==> src/include/dma_defs.svh <==
/*
 * DMA target shared constants
 * Flit layout, header field positions, bus widths and NoC packet sizing
 */
`ifndef DMA_DEFS_SVH
`define DMA_DEFS_SVH

// Flit and bus widths
`define DMA_FLIT_WIDTH       34
`define DMA_DATA_WIDTH       32
`define DMA_ADDR_WIDTH       32

// Flit type in the two top bits
`define DMA_FLIT_TYPE_MSB    33
`define DMA_FLIT_TYPE_LSB    32

// Header flit fields
`define DMA_DEST_MSB         31
`define DMA_DEST_LSB         27
`define DMA_CLASS_MSB        26
`define DMA_CLASS_LSB        24
`define DMA_PKT_ID_MSB       23
`define DMA_PKT_ID_LSB       20
`define DMA_SOURCE_MSB       19
`define DMA_SOURCE_LSB       15
`define DMA_PKT_TYPE_MSB     14
`define DMA_PKT_TYPE_LSB     13
// Request last on the way in, response last on the way out
`define DMA_LAST_BIT         12
`define DMA_SIZE_MSB         7
`define DMA_SIZE_LSB         0

// Header field widths
`define DMA_TILE_WIDTH       5
`define DMA_PKT_ID_WIDTH     4
`define DMA_SIZE_WIDTH       8

// Packet sizing, header and address flit take two slots
`define DMA_NOC_PACKET_SIZE  16
`define DMA_MAX_PAYLOAD      (`DMA_NOC_PACKET_SIZE - 2)
`define DMA_READ_FIFO_DEPTH  3

`endif

==> src/source/dma_noc_pkg.sv <==
/*
 * NoC protocol types for the DMA target
 * Flit type, DMA packet type and packet class encodings
 */
package dma_noc_pkg;

  // Flit type field
  typedef enum logic [1:0] {
    FLIT_PAYLOAD = 2'b00,
    FLIT_HEADER  = 2'b01,
    FLIT_LAST    = 2'b10,
    FLIT_SINGLE  = 2'b11
  } flit_type_e;

  // DMA packet type in the header
  typedef enum logic [1:0] {
    PKT_L2R_REQ  = 2'b00,
    PKT_R2L_REQ  = 2'b01,
    PKT_L2R_RESP = 2'b10,
    PKT_R2L_RESP = 2'b11
  } pkt_type_e;

  // Traffic class carried by all DMA packets
  typedef enum logic [2:0] {
    PKT_CLASS_DMA = 3'b010
  } pkt_class_e;

endpackage

==> src/source/dma_target_pkg.sv <==
/*
 * Internal types of the DMA target
 * Controller FSM states and the kind of flit being sent out
 */
package dma_target_pkg;

  // Request handling FSM
  typedef enum logic [3:0] {
    ST_IDLE, ST_L2R_GETADDR, ST_L2R_DATA, ST_L2R_SENDRESP,
    ST_R2L_GETLADDR, ST_R2L_GETRADDR, ST_R2L_GENHDR, ST_R2L_GENADDR,
    ST_R2L_DATA
  } ctrl_state_e;

  // Selects what the response encoder puts on the NoC
  typedef enum logic [2:0] {
    KIND_NONE, KIND_L2R_RESP, KIND_R2L_HDR, KIND_R2L_ADDR,
    KIND_R2L_DATA, KIND_R2L_LAST
  } out_kind_e;

endpackage

==> src/source/dma_read_fifo.sv <==
/*
 * Read data FIFO of the DMA target
 * Shifting storage with a one-hot fill position, full is a register bit
 */
`include "dma_defs.svh"

module dma_read_fifo (
  input  logic                       clk,
  input  logic                       rst,
  input  logic                       push_i,
  input  logic [`DMA_DATA_WIDTH-1:0] data_i,
  input  logic                       pop_i,
  output logic [`DMA_DATA_WIDTH-1:0] data_o,
  output logic                       empty_o,
  output logic                       full_o
);

  localparam int DEPTH = `DMA_READ_FIFO_DEPTH;

  logic [`DMA_DATA_WIDTH-1:0] mem [DEPTH];
  // One-hot write position, bit 0 empty, top bit full
  logic [DEPTH:0]             pos;

  assign data_o  = mem[0];
  assign empty_o = pos[0];
  assign full_o  = pos[DEPTH];

  always_ff @(posedge clk) begin
    if (rst) begin
      pos <= {{DEPTH{1'b0}}, 1'b1};
    end else if (push_i && !pop_i) begin
      pos <= pos << 1;
    end else if (pop_i && !push_i) begin
      pos <= pos >> 1;
    end
  end

  ////////////////////
  // Storage shifting
  ////////////////////
  for (genvar i = 0; i < DEPTH; i++) begin : g_entry
    always_ff @(posedge clk) begin
      if (pop_i) begin
        // New word lands one slot lower when popping
        if (push_i && pos[i+1]) begin
          mem[i] <= data_i;
        end else if (i < DEPTH - 1) begin
          mem[i] <= mem[(i < DEPTH - 1) ? i + 1 : i];
        end
      end else if (push_i && pos[i]) begin
        mem[i] <= data_i;
      end
    end
  end

endmodule

==> src/source/dma_resp_encoder.sv <==
/*
 * Response flit encoder
 * Builds the outgoing flit from the selected kind, purely combinational
 */
`include "dma_defs.svh"

module dma_resp_encoder #(
  parameter logic [`DMA_TILE_WIDTH-1:0] TILE_ID = '0
) (
  input  dma_target_pkg::out_kind_e      kind_i,
  input  logic [`DMA_TILE_WIDTH-1:0]     src_tile_i,
  input  logic [`DMA_PKT_ID_WIDTH-1:0]   pkt_id_i,
  input  logic [`DMA_SIZE_WIDTH-1:0]     pkt_size_i,
  input  logic                           resp_last_i,
  input  logic [`DMA_ADDR_WIDTH-1:0]     remote_adr_i,
  input  logic [`DMA_DATA_WIDTH-1:0]     fifo_data_i,
  output logic [`DMA_FLIT_WIDTH-1:0]     flit_o
);

  import dma_noc_pkg::*;
  import dma_target_pkg::*;

  always_comb begin
    flit_o = '0;
    case (kind_i)
      KIND_L2R_RESP: begin
        // Single flit back to the requester
        flit_o[`DMA_FLIT_TYPE_MSB:`DMA_FLIT_TYPE_LSB] = FLIT_SINGLE;
        flit_o[`DMA_DEST_MSB:`DMA_DEST_LSB]           = src_tile_i;
        flit_o[`DMA_CLASS_MSB:`DMA_CLASS_LSB]         = PKT_CLASS_DMA;
        flit_o[`DMA_PKT_ID_MSB:`DMA_PKT_ID_LSB]       = pkt_id_i;
        flit_o[`DMA_PKT_TYPE_MSB:`DMA_PKT_TYPE_LSB]   = PKT_L2R_RESP;
      end
      KIND_R2L_HDR: begin
        flit_o[`DMA_FLIT_TYPE_MSB:`DMA_FLIT_TYPE_LSB] = FLIT_HEADER;
        flit_o[`DMA_DEST_MSB:`DMA_DEST_LSB]           = src_tile_i;
        flit_o[`DMA_CLASS_MSB:`DMA_CLASS_LSB]         = PKT_CLASS_DMA;
        flit_o[`DMA_PKT_ID_MSB:`DMA_PKT_ID_LSB]       = pkt_id_i;
        flit_o[`DMA_SOURCE_MSB:`DMA_SOURCE_LSB]       = TILE_ID;
        flit_o[`DMA_PKT_TYPE_MSB:`DMA_PKT_TYPE_LSB]   = PKT_R2L_RESP;
        flit_o[`DMA_LAST_BIT]                         = resp_last_i;
        // Size counts words of this packet only
        flit_o[`DMA_SIZE_MSB:`DMA_SIZE_LSB]           = pkt_size_i;
      end
      KIND_R2L_ADDR: flit_o = {FLIT_PAYLOAD, remote_adr_i};
      KIND_R2L_DATA: flit_o = {FLIT_PAYLOAD, fifo_data_i};
      KIND_R2L_LAST: flit_o = {FLIT_LAST, fifo_data_i};
      default:       flit_o = '0;
    endcase
  end

endmodule

==> src/source/dma_target_ctrl.sv <==
/*
 * DMA target controller
 * Decodes NoC requests, runs Wishbone writes and reads, and splits
 * read responses into NoC packets of bounded size
 */
`include "dma_defs.svh"

module dma_target_ctrl (
  input  logic                           clk,
  input  logic                           rst,
  input  logic [`DMA_FLIT_WIDTH-1:0]     noc_in_flit_i,
  input  logic                           noc_in_valid_i,
  output logic                           noc_in_ready_o,
  output logic                           noc_out_valid_o,
  input  logic                           noc_out_ready_i,
  output logic                           wb_cyc_o,
  output logic                           wb_stb_o,
  output logic                           wb_we_o,
  output logic [`DMA_ADDR_WIDTH-1:0]     wb_adr_o,
  input  logic                           wb_ack_i,
  output logic                           fifo_push_o,
  output logic                           fifo_pop_o,
  input  logic                           fifo_empty_i,
  input  logic                           fifo_full_i,
  output dma_target_pkg::out_kind_e      out_kind_o,
  output logic [`DMA_TILE_WIDTH-1:0]     src_tile_o,
  output logic [`DMA_PKT_ID_WIDTH-1:0]   pkt_id_o,
  output logic [`DMA_SIZE_WIDTH-1:0]     pkt_size_o,
  output logic                           resp_last_o,
  output logic [`DMA_ADDR_WIDTH-1:0]     remote_adr_o
);

  import dma_noc_pkg::*;
  import dma_target_pkg::*;

  localparam logic [`DMA_SIZE_WIDTH-1:0] MAX_WORDS = `DMA_MAX_PAYLOAD;

  ctrl_state_e                 state, state_nxt;
  flit_type_e                  in_type;
  pkt_type_e                   in_pkt_type;
  logic                        in_last, in_hs, hdr_accept, wb_done;
  logic                        rd_phase, rd_wait, req_last, pkt_end;
  logic [`DMA_ADDR_WIDTH-1:0]  local_adr, remote_base;
  // Word counts of the request total, closed packets and bus reads
  logic [`DMA_SIZE_WIDTH-1:0]  total_words, sent_words, rd_words;
  logic [`DMA_SIZE_WIDTH-1:0]  remaining, pkt_cnt;
  logic [`DMA_TILE_WIDTH-1:0]   src_tile_q;
  logic [`DMA_PKT_ID_WIDTH-1:0] pkt_id_q;

  // Input flit decode
  assign in_type     = flit_type_e'(noc_in_flit_i[`DMA_FLIT_TYPE_MSB:`DMA_FLIT_TYPE_LSB]);
  assign in_pkt_type = pkt_type_e'(noc_in_flit_i[`DMA_PKT_TYPE_MSB:`DMA_PKT_TYPE_LSB]);
  assign in_last     = (in_type == FLIT_LAST) || (in_type == FLIT_SINGLE);
  assign in_hs       = noc_in_valid_i && noc_in_ready_o;
  // Any header in idle is taken
  // Only known types start a request
  assign hdr_accept  = (state == ST_IDLE) && noc_in_valid_i && (in_type == FLIT_HEADER);
  assign wb_done     = wb_stb_o && wb_ack_i;

  // At most MAX_WORDS words per response packet
  assign remaining    = total_words - sent_words;
  assign pkt_size_o   = (remaining > MAX_WORDS) ? MAX_WORDS : remaining;
  assign resp_last_o  = (remaining <= MAX_WORDS);
  assign pkt_end      = (pkt_cnt == pkt_size_o - 1'b1);
  assign remote_adr_o = remote_base + {sent_words, 2'b00};

  assign src_tile_o = src_tile_q;
  assign pkt_id_o   = pkt_id_q;
  assign wb_adr_o   = local_adr;

  // Bus reads run in every R2L output state
  assign rd_phase = (state == ST_R2L_GENHDR) || (state == ST_R2L_GENADDR) ||
                    (state == ST_R2L_DATA);

  ////////////////////
  // Next state and outputs
  ////////////////////
  always_comb begin
    state_nxt       = state;
    noc_in_ready_o  = 1'b0;
    noc_out_valid_o = 1'b0;
    out_kind_o      = KIND_NONE;
    wb_cyc_o        = 1'b0;
    wb_stb_o        = 1'b0;
    wb_we_o         = 1'b0;
    fifo_pop_o      = 1'b0;
    case (state)
      ST_IDLE: begin
        noc_in_ready_o = 1'b1;
        if (hdr_accept) begin
          if (in_pkt_type == PKT_L2R_REQ) begin
            state_nxt = ST_L2R_GETADDR;
          end else if (in_pkt_type == PKT_R2L_REQ) begin
            state_nxt = ST_R2L_GETLADDR;
          end
        end
      end
      ST_L2R_GETADDR: begin
        noc_in_ready_o = 1'b1;
        if (noc_in_valid_i) begin
          state_nxt = ST_L2R_DATA;
        end
      end
      ST_L2R_DATA: begin
        // Payload flit stays on the input until the write is acked
        wb_cyc_o       = noc_in_valid_i;
        wb_stb_o       = noc_in_valid_i;
        wb_we_o        = 1'b1;
        noc_in_ready_o = noc_in_valid_i && wb_ack_i;
        if (in_hs && in_last) begin
          state_nxt = req_last ? ST_L2R_SENDRESP : ST_IDLE;
        end
      end
      ST_L2R_SENDRESP: begin
        noc_out_valid_o = 1'b1;
        out_kind_o      = KIND_L2R_RESP;
        if (noc_out_ready_i) begin
          state_nxt = ST_IDLE;
        end
      end
      ST_R2L_GETLADDR: begin
        noc_in_ready_o = 1'b1;
        if (noc_in_valid_i) begin
          state_nxt = ST_R2L_GETRADDR;
        end
      end
      ST_R2L_GETRADDR: begin
        noc_in_ready_o = 1'b1;
        if (noc_in_valid_i) begin
          state_nxt = ST_R2L_GENHDR;
        end
      end
      ST_R2L_GENHDR: begin
        noc_out_valid_o = 1'b1;
        out_kind_o      = KIND_R2L_HDR;
        if (noc_out_ready_i) begin
          state_nxt = ST_R2L_GENADDR;
        end
      end
      ST_R2L_GENADDR: begin
        noc_out_valid_o = 1'b1;
        out_kind_o      = KIND_R2L_ADDR;
        if (noc_out_ready_i) begin
          state_nxt = ST_R2L_DATA;
        end
      end
      ST_R2L_DATA: begin
        noc_out_valid_o = !fifo_empty_i;
        out_kind_o      = pkt_end ? KIND_R2L_LAST : KIND_R2L_DATA;
        fifo_pop_o      = !fifo_empty_i && noc_out_ready_i;
        if (fifo_pop_o && pkt_end) begin
          state_nxt = resp_last_o ? ST_IDLE : ST_R2L_GENHDR;
        end
      end
      default: state_nxt = ST_IDLE;
    endcase

    // Read strobe pauses after each ack and while the FIFO is full
    if (rd_phase && !rd_wait && !fifo_full_i && (rd_words != total_words)) begin
      wb_cyc_o = 1'b1;
      wb_stb_o = 1'b1;
    end
  end

  assign fifo_push_o = rd_phase && wb_done;

  ////////////////////
  // Control registers
  ////////////////////
  always_ff @(posedge clk) begin
    if (rst) begin
      state      <= ST_IDLE;
      rd_wait    <= 1'b0;
      sent_words <= '0;
      rd_words   <= '0;
      pkt_cnt    <= '0;
    end else begin
      state   <= state_nxt;
      rd_wait <= fifo_push_o;
      if (hdr_accept) begin
        sent_words <= '0;
        rd_words   <= '0;
        pkt_cnt    <= '0;
      end else begin
        if (fifo_push_o) begin
          rd_words <= rd_words + 1'b1;
        end
        if (fifo_pop_o && pkt_end) begin
          pkt_cnt    <= '0;
          sent_words <= sent_words + pkt_size_o;
        end else if (fifo_pop_o) begin
          pkt_cnt <= pkt_cnt + 1'b1;
        end
      end
    end
  end

  // Request fields and addresses
  always_ff @(posedge clk) begin
    if (hdr_accept) begin
      src_tile_q  <= noc_in_flit_i[`DMA_SOURCE_MSB:`DMA_SOURCE_LSB];
      pkt_id_q    <= noc_in_flit_i[`DMA_PKT_ID_MSB:`DMA_PKT_ID_LSB];
      total_words <= noc_in_flit_i[`DMA_SIZE_MSB:`DMA_SIZE_LSB];
      req_last    <= noc_in_flit_i[`DMA_LAST_BIT];
    end
    if (in_hs && (state == ST_L2R_GETADDR || state == ST_R2L_GETLADDR)) begin
      local_adr <= noc_in_flit_i[`DMA_ADDR_WIDTH-1:0];
    end else if (wb_done) begin
      // Word addressing in bytes
      local_adr <= local_adr + 32'd4;
    end
    if (in_hs && state == ST_R2L_GETRADDR) begin
      remote_base <= noc_in_flit_i[`DMA_ADDR_WIDTH-1:0];
    end
  end

endmodule

==> src/source/dma_wb_target.sv <==
/*
 * DMA target top level
 * NoC request packets in, Wishbone master out, responses back on the NoC
 */
`include "dma_defs.svh"

module dma_wb_target #(
  parameter logic [`DMA_TILE_WIDTH-1:0] TILE_ID = '0
) (
  input  logic                        clk,
  input  logic                        rst,
  input  logic [`DMA_FLIT_WIDTH-1:0]  noc_in_flit_i,
  input  logic                        noc_in_valid_i,
  output logic                        noc_in_ready_o,
  output logic [`DMA_FLIT_WIDTH-1:0]  noc_out_flit_o,
  output logic                        noc_out_valid_o,
  input  logic                        noc_out_ready_i,
  output logic                        wb_cyc_o,
  output logic                        wb_stb_o,
  output logic                        wb_we_o,
  output logic [`DMA_ADDR_WIDTH-1:0]  wb_adr_o,
  output logic [`DMA_DATA_WIDTH-1:0]  wb_dat_o,
  input  logic [`DMA_DATA_WIDTH-1:0]  wb_dat_i,
  input  logic                        wb_ack_i
);

  import dma_target_pkg::*;

  out_kind_e                    out_kind;
  logic [`DMA_TILE_WIDTH-1:0]   src_tile;
  logic [`DMA_PKT_ID_WIDTH-1:0] pkt_id;
  logic [`DMA_SIZE_WIDTH-1:0]   pkt_size;
  logic                         resp_last;
  logic [`DMA_ADDR_WIDTH-1:0]   remote_adr;
  logic                         fifo_push, fifo_pop, fifo_empty, fifo_full;
  logic [`DMA_DATA_WIDTH-1:0]   fifo_data;

  // Write data is the payload flit content
  assign wb_dat_o = noc_in_flit_i[`DMA_DATA_WIDTH-1:0];

  dma_target_ctrl u_ctrl (
    .clk             (clk),
    .rst             (rst),
    .noc_in_flit_i   (noc_in_flit_i),
    .noc_in_valid_i  (noc_in_valid_i),
    .noc_in_ready_o  (noc_in_ready_o),
    .noc_out_valid_o (noc_out_valid_o),
    .noc_out_ready_i (noc_out_ready_i),
    .wb_cyc_o        (wb_cyc_o),
    .wb_stb_o        (wb_stb_o),
    .wb_we_o         (wb_we_o),
    .wb_adr_o        (wb_adr_o),
    .wb_ack_i        (wb_ack_i),
    .fifo_push_o     (fifo_push),
    .fifo_pop_o      (fifo_pop),
    .fifo_empty_i    (fifo_empty),
    .fifo_full_i     (fifo_full),
    .out_kind_o      (out_kind),
    .src_tile_o      (src_tile),
    .pkt_id_o        (pkt_id),
    .pkt_size_o      (pkt_size),
    .resp_last_o     (resp_last),
    .remote_adr_o    (remote_adr)
  );

  dma_resp_encoder #(
    .TILE_ID (TILE_ID)
  ) u_enc (
    .kind_i       (out_kind),
    .src_tile_i   (src_tile),
    .pkt_id_i     (pkt_id),
    .pkt_size_i   (pkt_size),
    .resp_last_i  (resp_last),
    .remote_adr_i (remote_adr),
    .fifo_data_i  (fifo_data),
    .flit_o       (noc_out_flit_o)
  );

  // Read data straight from the bus into the FIFO
  dma_read_fifo u_fifo (
    .clk     (clk),
    .rst     (rst),
    .push_i  (fifo_push),
    .data_i  (wb_dat_i),
    .pop_i   (fifo_pop),
    .data_o  (fifo_data),
    .empty_o (fifo_empty),
    .full_o  (fifo_full)
  );

endmodule

==> config.mk <==
export PLATFORM = sky130hd
export DESIGN_NAME = dma_wb_target
export DESIGN_NICKNAME = d
export VERILOG_FILES = /design/src/source/dma_noc_pkg.sv /design/src/source/dma_target_pkg.sv /design/src/source/dma_read_fifo.sv /design/src/source/dma_resp_encoder.sv /design/src/source/dma_target_ctrl.sv /design/src/source/dma_wb_target.sv
export VERILOG_INCLUDE_DIRS = /design/src /design/src/include
export SDC_FILE = /design/constraint.sdc
export NUM_CORES = 1
export LEC_CHECK = 0
export ABC_AREA = 1
export CELL_PAD_IN_SITES_DETAIL_PLACEMENT = 1
export CELL_PAD_IN_SITES_GLOBAL_PLACEMENT = 1
export CORE_MARGIN = 2
export CORE_UTILIZATION = 40
export DETAILED_ROUTE_END_ITERATION = 10
export DONT_BUFFER_PORTS = 1
export GPL_TIMING_DRIVEN = 0
export HOLD_SLACK_MARGIN = 0.1
export PLACE_DENSITY_LB_ADDON = 0.1
export SLEW_MARGIN = 15
export SYNTH_ARGS = -nofsm -noshare
export SYNTH_HDL_FRONTEND = slang
export SYNTH_HIERARCHICAL = 1
export SYNTH_SLANG_ARGS = --single-unit
==> constraint.sdc <==
create_clock -name clk -period 11 [get_ports clk]
set_clock_uncertainty 0.15 [all_clocks]
set_input_delay 0.55 -clock clk [delete_from_list [all_inputs] [get_ports clk]]
set_output_delay 0.55 -clock clk [all_outputs]
set_load 0.005 [all_outputs]
* Word level (Yosys, flattened, before mapping) *
Memory sizes are Yosys's and may differ from the RTL's.
Cells that the tools add are included.

storage, ports and cells
  output and inout bits = 103
  RAM bits = 96
  memories = 1
  bits of input ports = 71
  word-level logic and storage cells = 156
  register bits after elaboration = 115

memories
  memory      words  width  rd ports  clocked after Yosys merged registers in  write ports  line                 source
  u_fifo.mem  3      32     3         0                                        3            dma_read_fifo.sv:20  logic [`DMA_DATA_WIDTH-1:0] mem [DEPTH];

cells by class
  equal/unequal tests = 29
  bitwise gates (word level) = 5
  $add $sub $neg = 7
  mux-type cells = 60
  reduce and logical (&&, ||, !) cells = 40
  $lt $le $gt $ge = 2

operators by type and width
  cell                     count
  $mux W32                 7
  $pmux W14 S5             1
  $mux W4                  13
  $pmux W4 S9              1
  $add A32 B10 Y32         1
  $add A32 B3 Y32 const B  1
  $mux W1                  27
  $pmux W8 S3              1
  $logic_and A1 B1 Y1      21
  $add A8 B1 Y8 const B    2
  $eq A4 B3 Y1 const B     4
  $ne A2 B2 Y1 const B     7
  $pmux W3 S4              1
  $pmux W5 S2              1
  $reduce_and A10 Y1       1
  $add A8 B8 Y8            1
  $eq A4 B2 Y1 const B     2
  $eq A8 B8 Y1             1
  $gt A8 B4 Y1 const B     1
  $le A8 B4 Y1 const B     1
  $mux W8                  1
  $ne A8 B8 Y1             1
  $pmux W2 S4              1
  $pmux W4 S2              1
  other kinds (24)         44

* Longest topological paths before layout *
  depth in word-level cells = 15
  mapped depth = 30
  depth with buffers taken out = 29

* Hierarchy *
The synthesis kept the hierarchy.

by module, submodules not included
  module            times used  sequential area each (um^2)  cells an instance  area an instance (um^2)
  dma_target_ctrl   1           3,042.9                      788                6,915.4
  dma_read_fifo     1           2,962.8                      345                4,056.4
  dma_resp_encoder  1           0.0                          154                689.4
  dma_wb_target     1           0.0                          32                 240.2

* Worst setup path after synthesis *
Ideal clock, no wire load.

  path kind = reg2reg
  from = register u_ctrl.state[2]
  to = memory u_fifo/mem[2][0] (netlist bit) (enable)
  buffers on the path = 0
  data arrival time = 4.213 ns
  cell stages (with the launch flop) = 13
  setup time = 0.466 ns
  clock period less this slack = 4.828 ns
  data required time = 10.384 ns
  setup slack = 6.172 ns
  cell sequence = dfxtp_1 -> inv_2 -> nor2_1 -> inv_2 -> nor2_1 -> nor2_1 -> nor3_1 -> o21ai_1 -> nand2_1 -> nand2_1 -> nor2_2 -> nand2_2 -> o21ai_0

RTL lines
  item                    line                    source
  from (decl)             dma_target_ctrl.sv:38   ctrl_state_e state, state_nxt;
  from (signal assigned)  dma_target_ctrl.sv:178  state <= state_nxt;
  to (decl)               dma_read_fifo.sv:20

* Final worst setup path *
  from = register u_ctrl.total_words[0]
  to = output port noc_out_flit_o[10]

on the way
  cells in the longest elaborated chain, start to end = 10
  elaborated cells on any way between the ends = 12
  classes of those cells = add/sub: 2; order compare: 1; eq/ne: 4; mux: 4; reduce/logical: 1

ends and longest elaborated chain
  item                               line                    source
  from (decl)                        dma_target_ctrl.sv:45   logic [`DMA_SIZE_WIDTH-1:0] total_words, sent_words, rd_words;
  from (signal assigned)             dma_target_ctrl.sv:203  total_words <= noc_in_flit_i[`DMA_SIZE_MSB:`DMA_SIZE_LSB];
  $sub A8 B8 Y8 (*)                  dma_target_ctrl.sv:61   assign remaining = total_words - sent_words;
  $gt A8 B4 Y1                       dma_target_ctrl.sv:62   assign pkt_size_o = (remaining > MAX_WORDS) ? MAX_WORDS : remaining;
  $mux W8 (*)                        dma_target_ctrl.sv:62
  named net pkt_size[0]              dma_wb_target.sv:32     logic [`DMA_SIZE_WIDTH-1:0] pkt_size;
  $sub A8 B1 Y8 (*)                  dma_target_ctrl.sv:64   assign pkt_end = (pkt_cnt == pkt_size_o - 1'b1);
  $eq A8 B8 Y1 (*)                   dma_target_ctrl.sv:64
  $mux W1 (*)                        dma_target_ctrl.sv:149  out_kind_o = pkt_end ? KIND_R2L_LAST : KIND_R2L_DATA;
  $pmux W3 S4 (*)                    dma_target_ctrl.sv:87   case (state)
  named net out_kind[0]              dma_wb_target.sv:29     out_kind_e out_kind;
  $eq A3 B3 Y1                       dma_resp_encoder.sv:25  case (kind_i)
  $reduce_or A2 Y1 (no source line)  -
  $pmux W4 S2 (*)                    dma_resp_encoder.sv:25
  to (decl)                          dma_wb_target.sv:15     output logic [`DMA_FLIT_WIDTH-1:0] noc_out_flit_o,

Mark *: on every way through the listed nets, which the timed path passes. The rest lies on a longest branch.

==> flow_summary_export.csv <==
group,metric,value,unit
grt,globalRouteOverflowTotal,0,
floorplanning,die-width,176.5,um
timing,finalSetupTns,0,ns
cells_and_area,mostFrequentLayoutCell,"nand2_1",
synth,syn_avg_cell_area,9.023,um^2
setup_path,reg2reg_depth,13,
synth,synth_seq_area_share,0.5046,
synth,yosysWarnings,6,
pwr,p_per_area,163.5,nW/um^2
clock_tree,cts_root_buf,"clkbuf_16",
synth,synth_cells,1319,
timing,slew_violations,0,
detailed_routing,routed_via_density,5.055,
setup_path,cp_slowest_cell,"edfxtp_1",
detailed_routing,vias,9245,
cells_and_area,fillers,3410,
setup_path,cp-end-kind,"primary output",
pwr,max-vdd-ir-drop,0.1242,mV
detailed_routing,drt-pass1-iter-count,5,
timing,finalHoldViolCount,0,
floorplanning,die_height,176.5,um
clock_tree,tritoncts,"done",
grt,antenna_found_initial,4,
placement,dp_hpwl,25930,um
timing,final-setup-viol-count,0,
timing,relSlewSlack,0.4422,
grt,track_usage,0.2243,
floorplanning,pin_count,174,
clock_tree,clk_transition_reported_paths,0.06,ns
grt,grt_pass1_vias,9484,
setup_path,worstSetupStartpointType,"flip-flop",
clock_tree,clockBufferDepth,3,
timing,tightestPinTransition,0.8303,ns
timing,period_needed,5.677,ns
timing,min_period_over_period,0.5161,
setup_path,cp_max_fo,10,
timing,grt_setup_unrepaired,"false",
clock_tree,cts_buffers,26,
setup_path,critPathMaxStageDelay,0.51,ns
cells_and_area,multi_input_area,4965,um^2
hold_path,hp-class,"input port to flip-flop",
detailed_routing,routedWlPerCell,18.91,um
run,max-cap-violations,0,
synth,async_flop_share,0,
status,status,"complete, no violations",
setup_path,required,10.30,ns
setup_path,timing_worst_setup_path_type,"flip-flop to primary output",
clock_tree,clock_latency,0.53,ns
synth,ys_seq_elements,211,
cells_and_area,diodes,0,
pwr,p_leak,5.772,nW
detailed_routing,drc,0,
floorplanning,initial_core_util,0.4037,
cells_and_area,mostFrequentLayoutCells,"378 x nand2_1, 178 x edfxtp_1, 150 x nand3_1, 106 x inv_1, 67 x nor2_1",
timing,timing.fmax,176.1,MHz
synth,syn_area,11900,um^2
placement,gp_congestion,0.8086,
detailed_routing,wl,34580,um
floorplanning,rows,63,
cells_and_area,fin_util,0.4748,
detailed_routing,drt-initial-drc-count,399,
clock_tree,cts_num_sinks,211,
floorplanning,die_area,31150,um^2
detailed_routing,antenna_left,0,
synth,synthFlopType,"edfxtp_1",
hold_path,hold_path_depth,2,
cells_and_area,nets,1522,
cells_and_area,drive_gt1_frac,0.1508,
cells_and_area,seq_area,6006,um^2
cells_and_area,syn2layout_area_growth,17.62,%
setup_path,crit_arrival,4.98,ns
grt,grt_pass1_wl,54150,um
synth,synth.distinct_cells,48,
grt,grt_max_degree,33,
clock_tree,htreeDepth,1,
synth,synth-edff-count,178,
floorplanning,coreArea,29480,um^2
placement,io_buffers,0,
==> synthesized netlist by cell type, drive strengths merged, types with 2 or more instances <==
cell,number,share of area
nand2,409,0.14
edfxtp,178,0.45
nand3,165,0.077
inv,120,0.038
nor2,91,0.040
buf,71,0.042
xor2,44,0.032
o21ai,43,0.018
a21oi,41,0.018
dfxtp,33,0.056
ha,27,0.028
nor3,24,0.015
nand4,22,0.013
xnor2,22,0.016
clkbuf,7,0.0022
fa,3,0.0050
nor3b,3,0.0027
nor4,3,0.0021
a21o,2,0.0013
nand3b,2,0.0013
==> worst max-delay path, delay by kind of cell (launching register included) <==
family	cells	cell delay, ns
and+or+nand+nor	16	1.83
AOI/OAI and AO/OA	1	0.19
DFF	1	0.51
adders and majority gates	3	0.79
buffers and inverters	8	1.10
==> state kept, by name, summed over array words and instances (netlist names), named ones only <==
register            count
u_ctrl/remote_base     32
u_ctrl/state            4
u_ctrl/pkt_id_o         4
u_ctrl/req_last         1
u_ctrl/rd_words         8
u_ctrl/wb_adr_o        32
u_ctrl/sent_words       7
u_fifo/pos              4
u_ctrl/src_tile_o       5
u_ctrl/pkt_cnt          8
u_fifo/mem             96
u_ctrl/rd_wait          1
u_ctrl/total_words      8
==> layer usage <==
layer,routed length (um),up-vias,share of wire,GRT usage
met5,13,-,0.00038,0
met4,728,2,0.021,0.05165
met3,1832,48,0.053,0.04264
met2,16330,205,0.47,0.3711
met1,15680,4437,0.45,0.3048
li1,-,4553,-,-
==> worst paths after layout <==
| check | startpoint | to | slack [ns] |
|---|---|---|---|
| min | noc_in_flit_i[12] | u_ctrl/wb_adr_o[12] | 0.12 |
| max | u_ctrl/total_words[0] | noc_out_flit_o[10] | 5.32 |
| min reg2reg | u_ctrl/rd_words[7] | u_ctrl/rd_words[7] | 0.35 |
| max reg2reg | u_ctrl/state[2] | u_fifo/mem[1][23] | 6.83 |
==> power breakdown <==
part           leakage (nW)  switching, mW  internal (mW)  total [mW]
logic                  3.48          0.265          0.137       0.401
registers              1.88         0.0821          0.968        1.05
clock network         0.416          0.335          0.503       0.838
==> logic make-up after synthesis <==
logic type | after synthesis | share of synthesized area
AO/OA/AOI/OAI | 90 | 0.04037
XOR/XNOR | 66 | 0.04857
adder cells (fa/ha/maj) | 30 | 0.03343
buffers and inverters | 198 | 0.08253
flip-flops | 211 | 0.5046
other | 1 | 0.0003151
AND/OR/NAND/NOR | 723 | 0.2902
==> what timing repair did <==
item	CTS	global route
gates resized for setup	0	0
hold buffers	65	0
setup buffers	0	0
hold endpoints to repair	181	0
==> layout make-up <==
| type | instances | share of cell area |
|---|---|---|
| Clock inverter | 15 | 0.009028 |
| Timing Repair Buffer | 68 | 0.05148 |
| Tap cell | 390 | 0.03486 |
| Multi-Input combinational cell | 916 | 0.3547 |
| Clock buffer | 31 | 0.05077 |
| Sequential cell | 211 | 0.4290 |
| Inverter | 120 | 0.03253 |
| Buffer | 78 | 0.03763 |
==> per-stage QoR <==
stage | total power, mW | hold slack (ns) | setup slack (ns) | instances | area, um^2
2_1_floorplan | 1.318 | 0.3075 | 6.172 | 1325 | 11920
3_3_place_gp | 1.421 | 0.3209 | 4.534 | 1715 | 12410
3_5_place_dp | 1.435 | 0.3436 | 5.920 | 1718 | 12510
4_1_cts | 2.309 | 0.1062 | 5.314 | 1829 | 14000
5_1_grt | 2.401 | 0.1022 | 4.917 | 1829 | 14000
6_report | 2.289 | 0.1210 | 5.323 | 1829 | 14000
(Power assumes the default switching activity.)
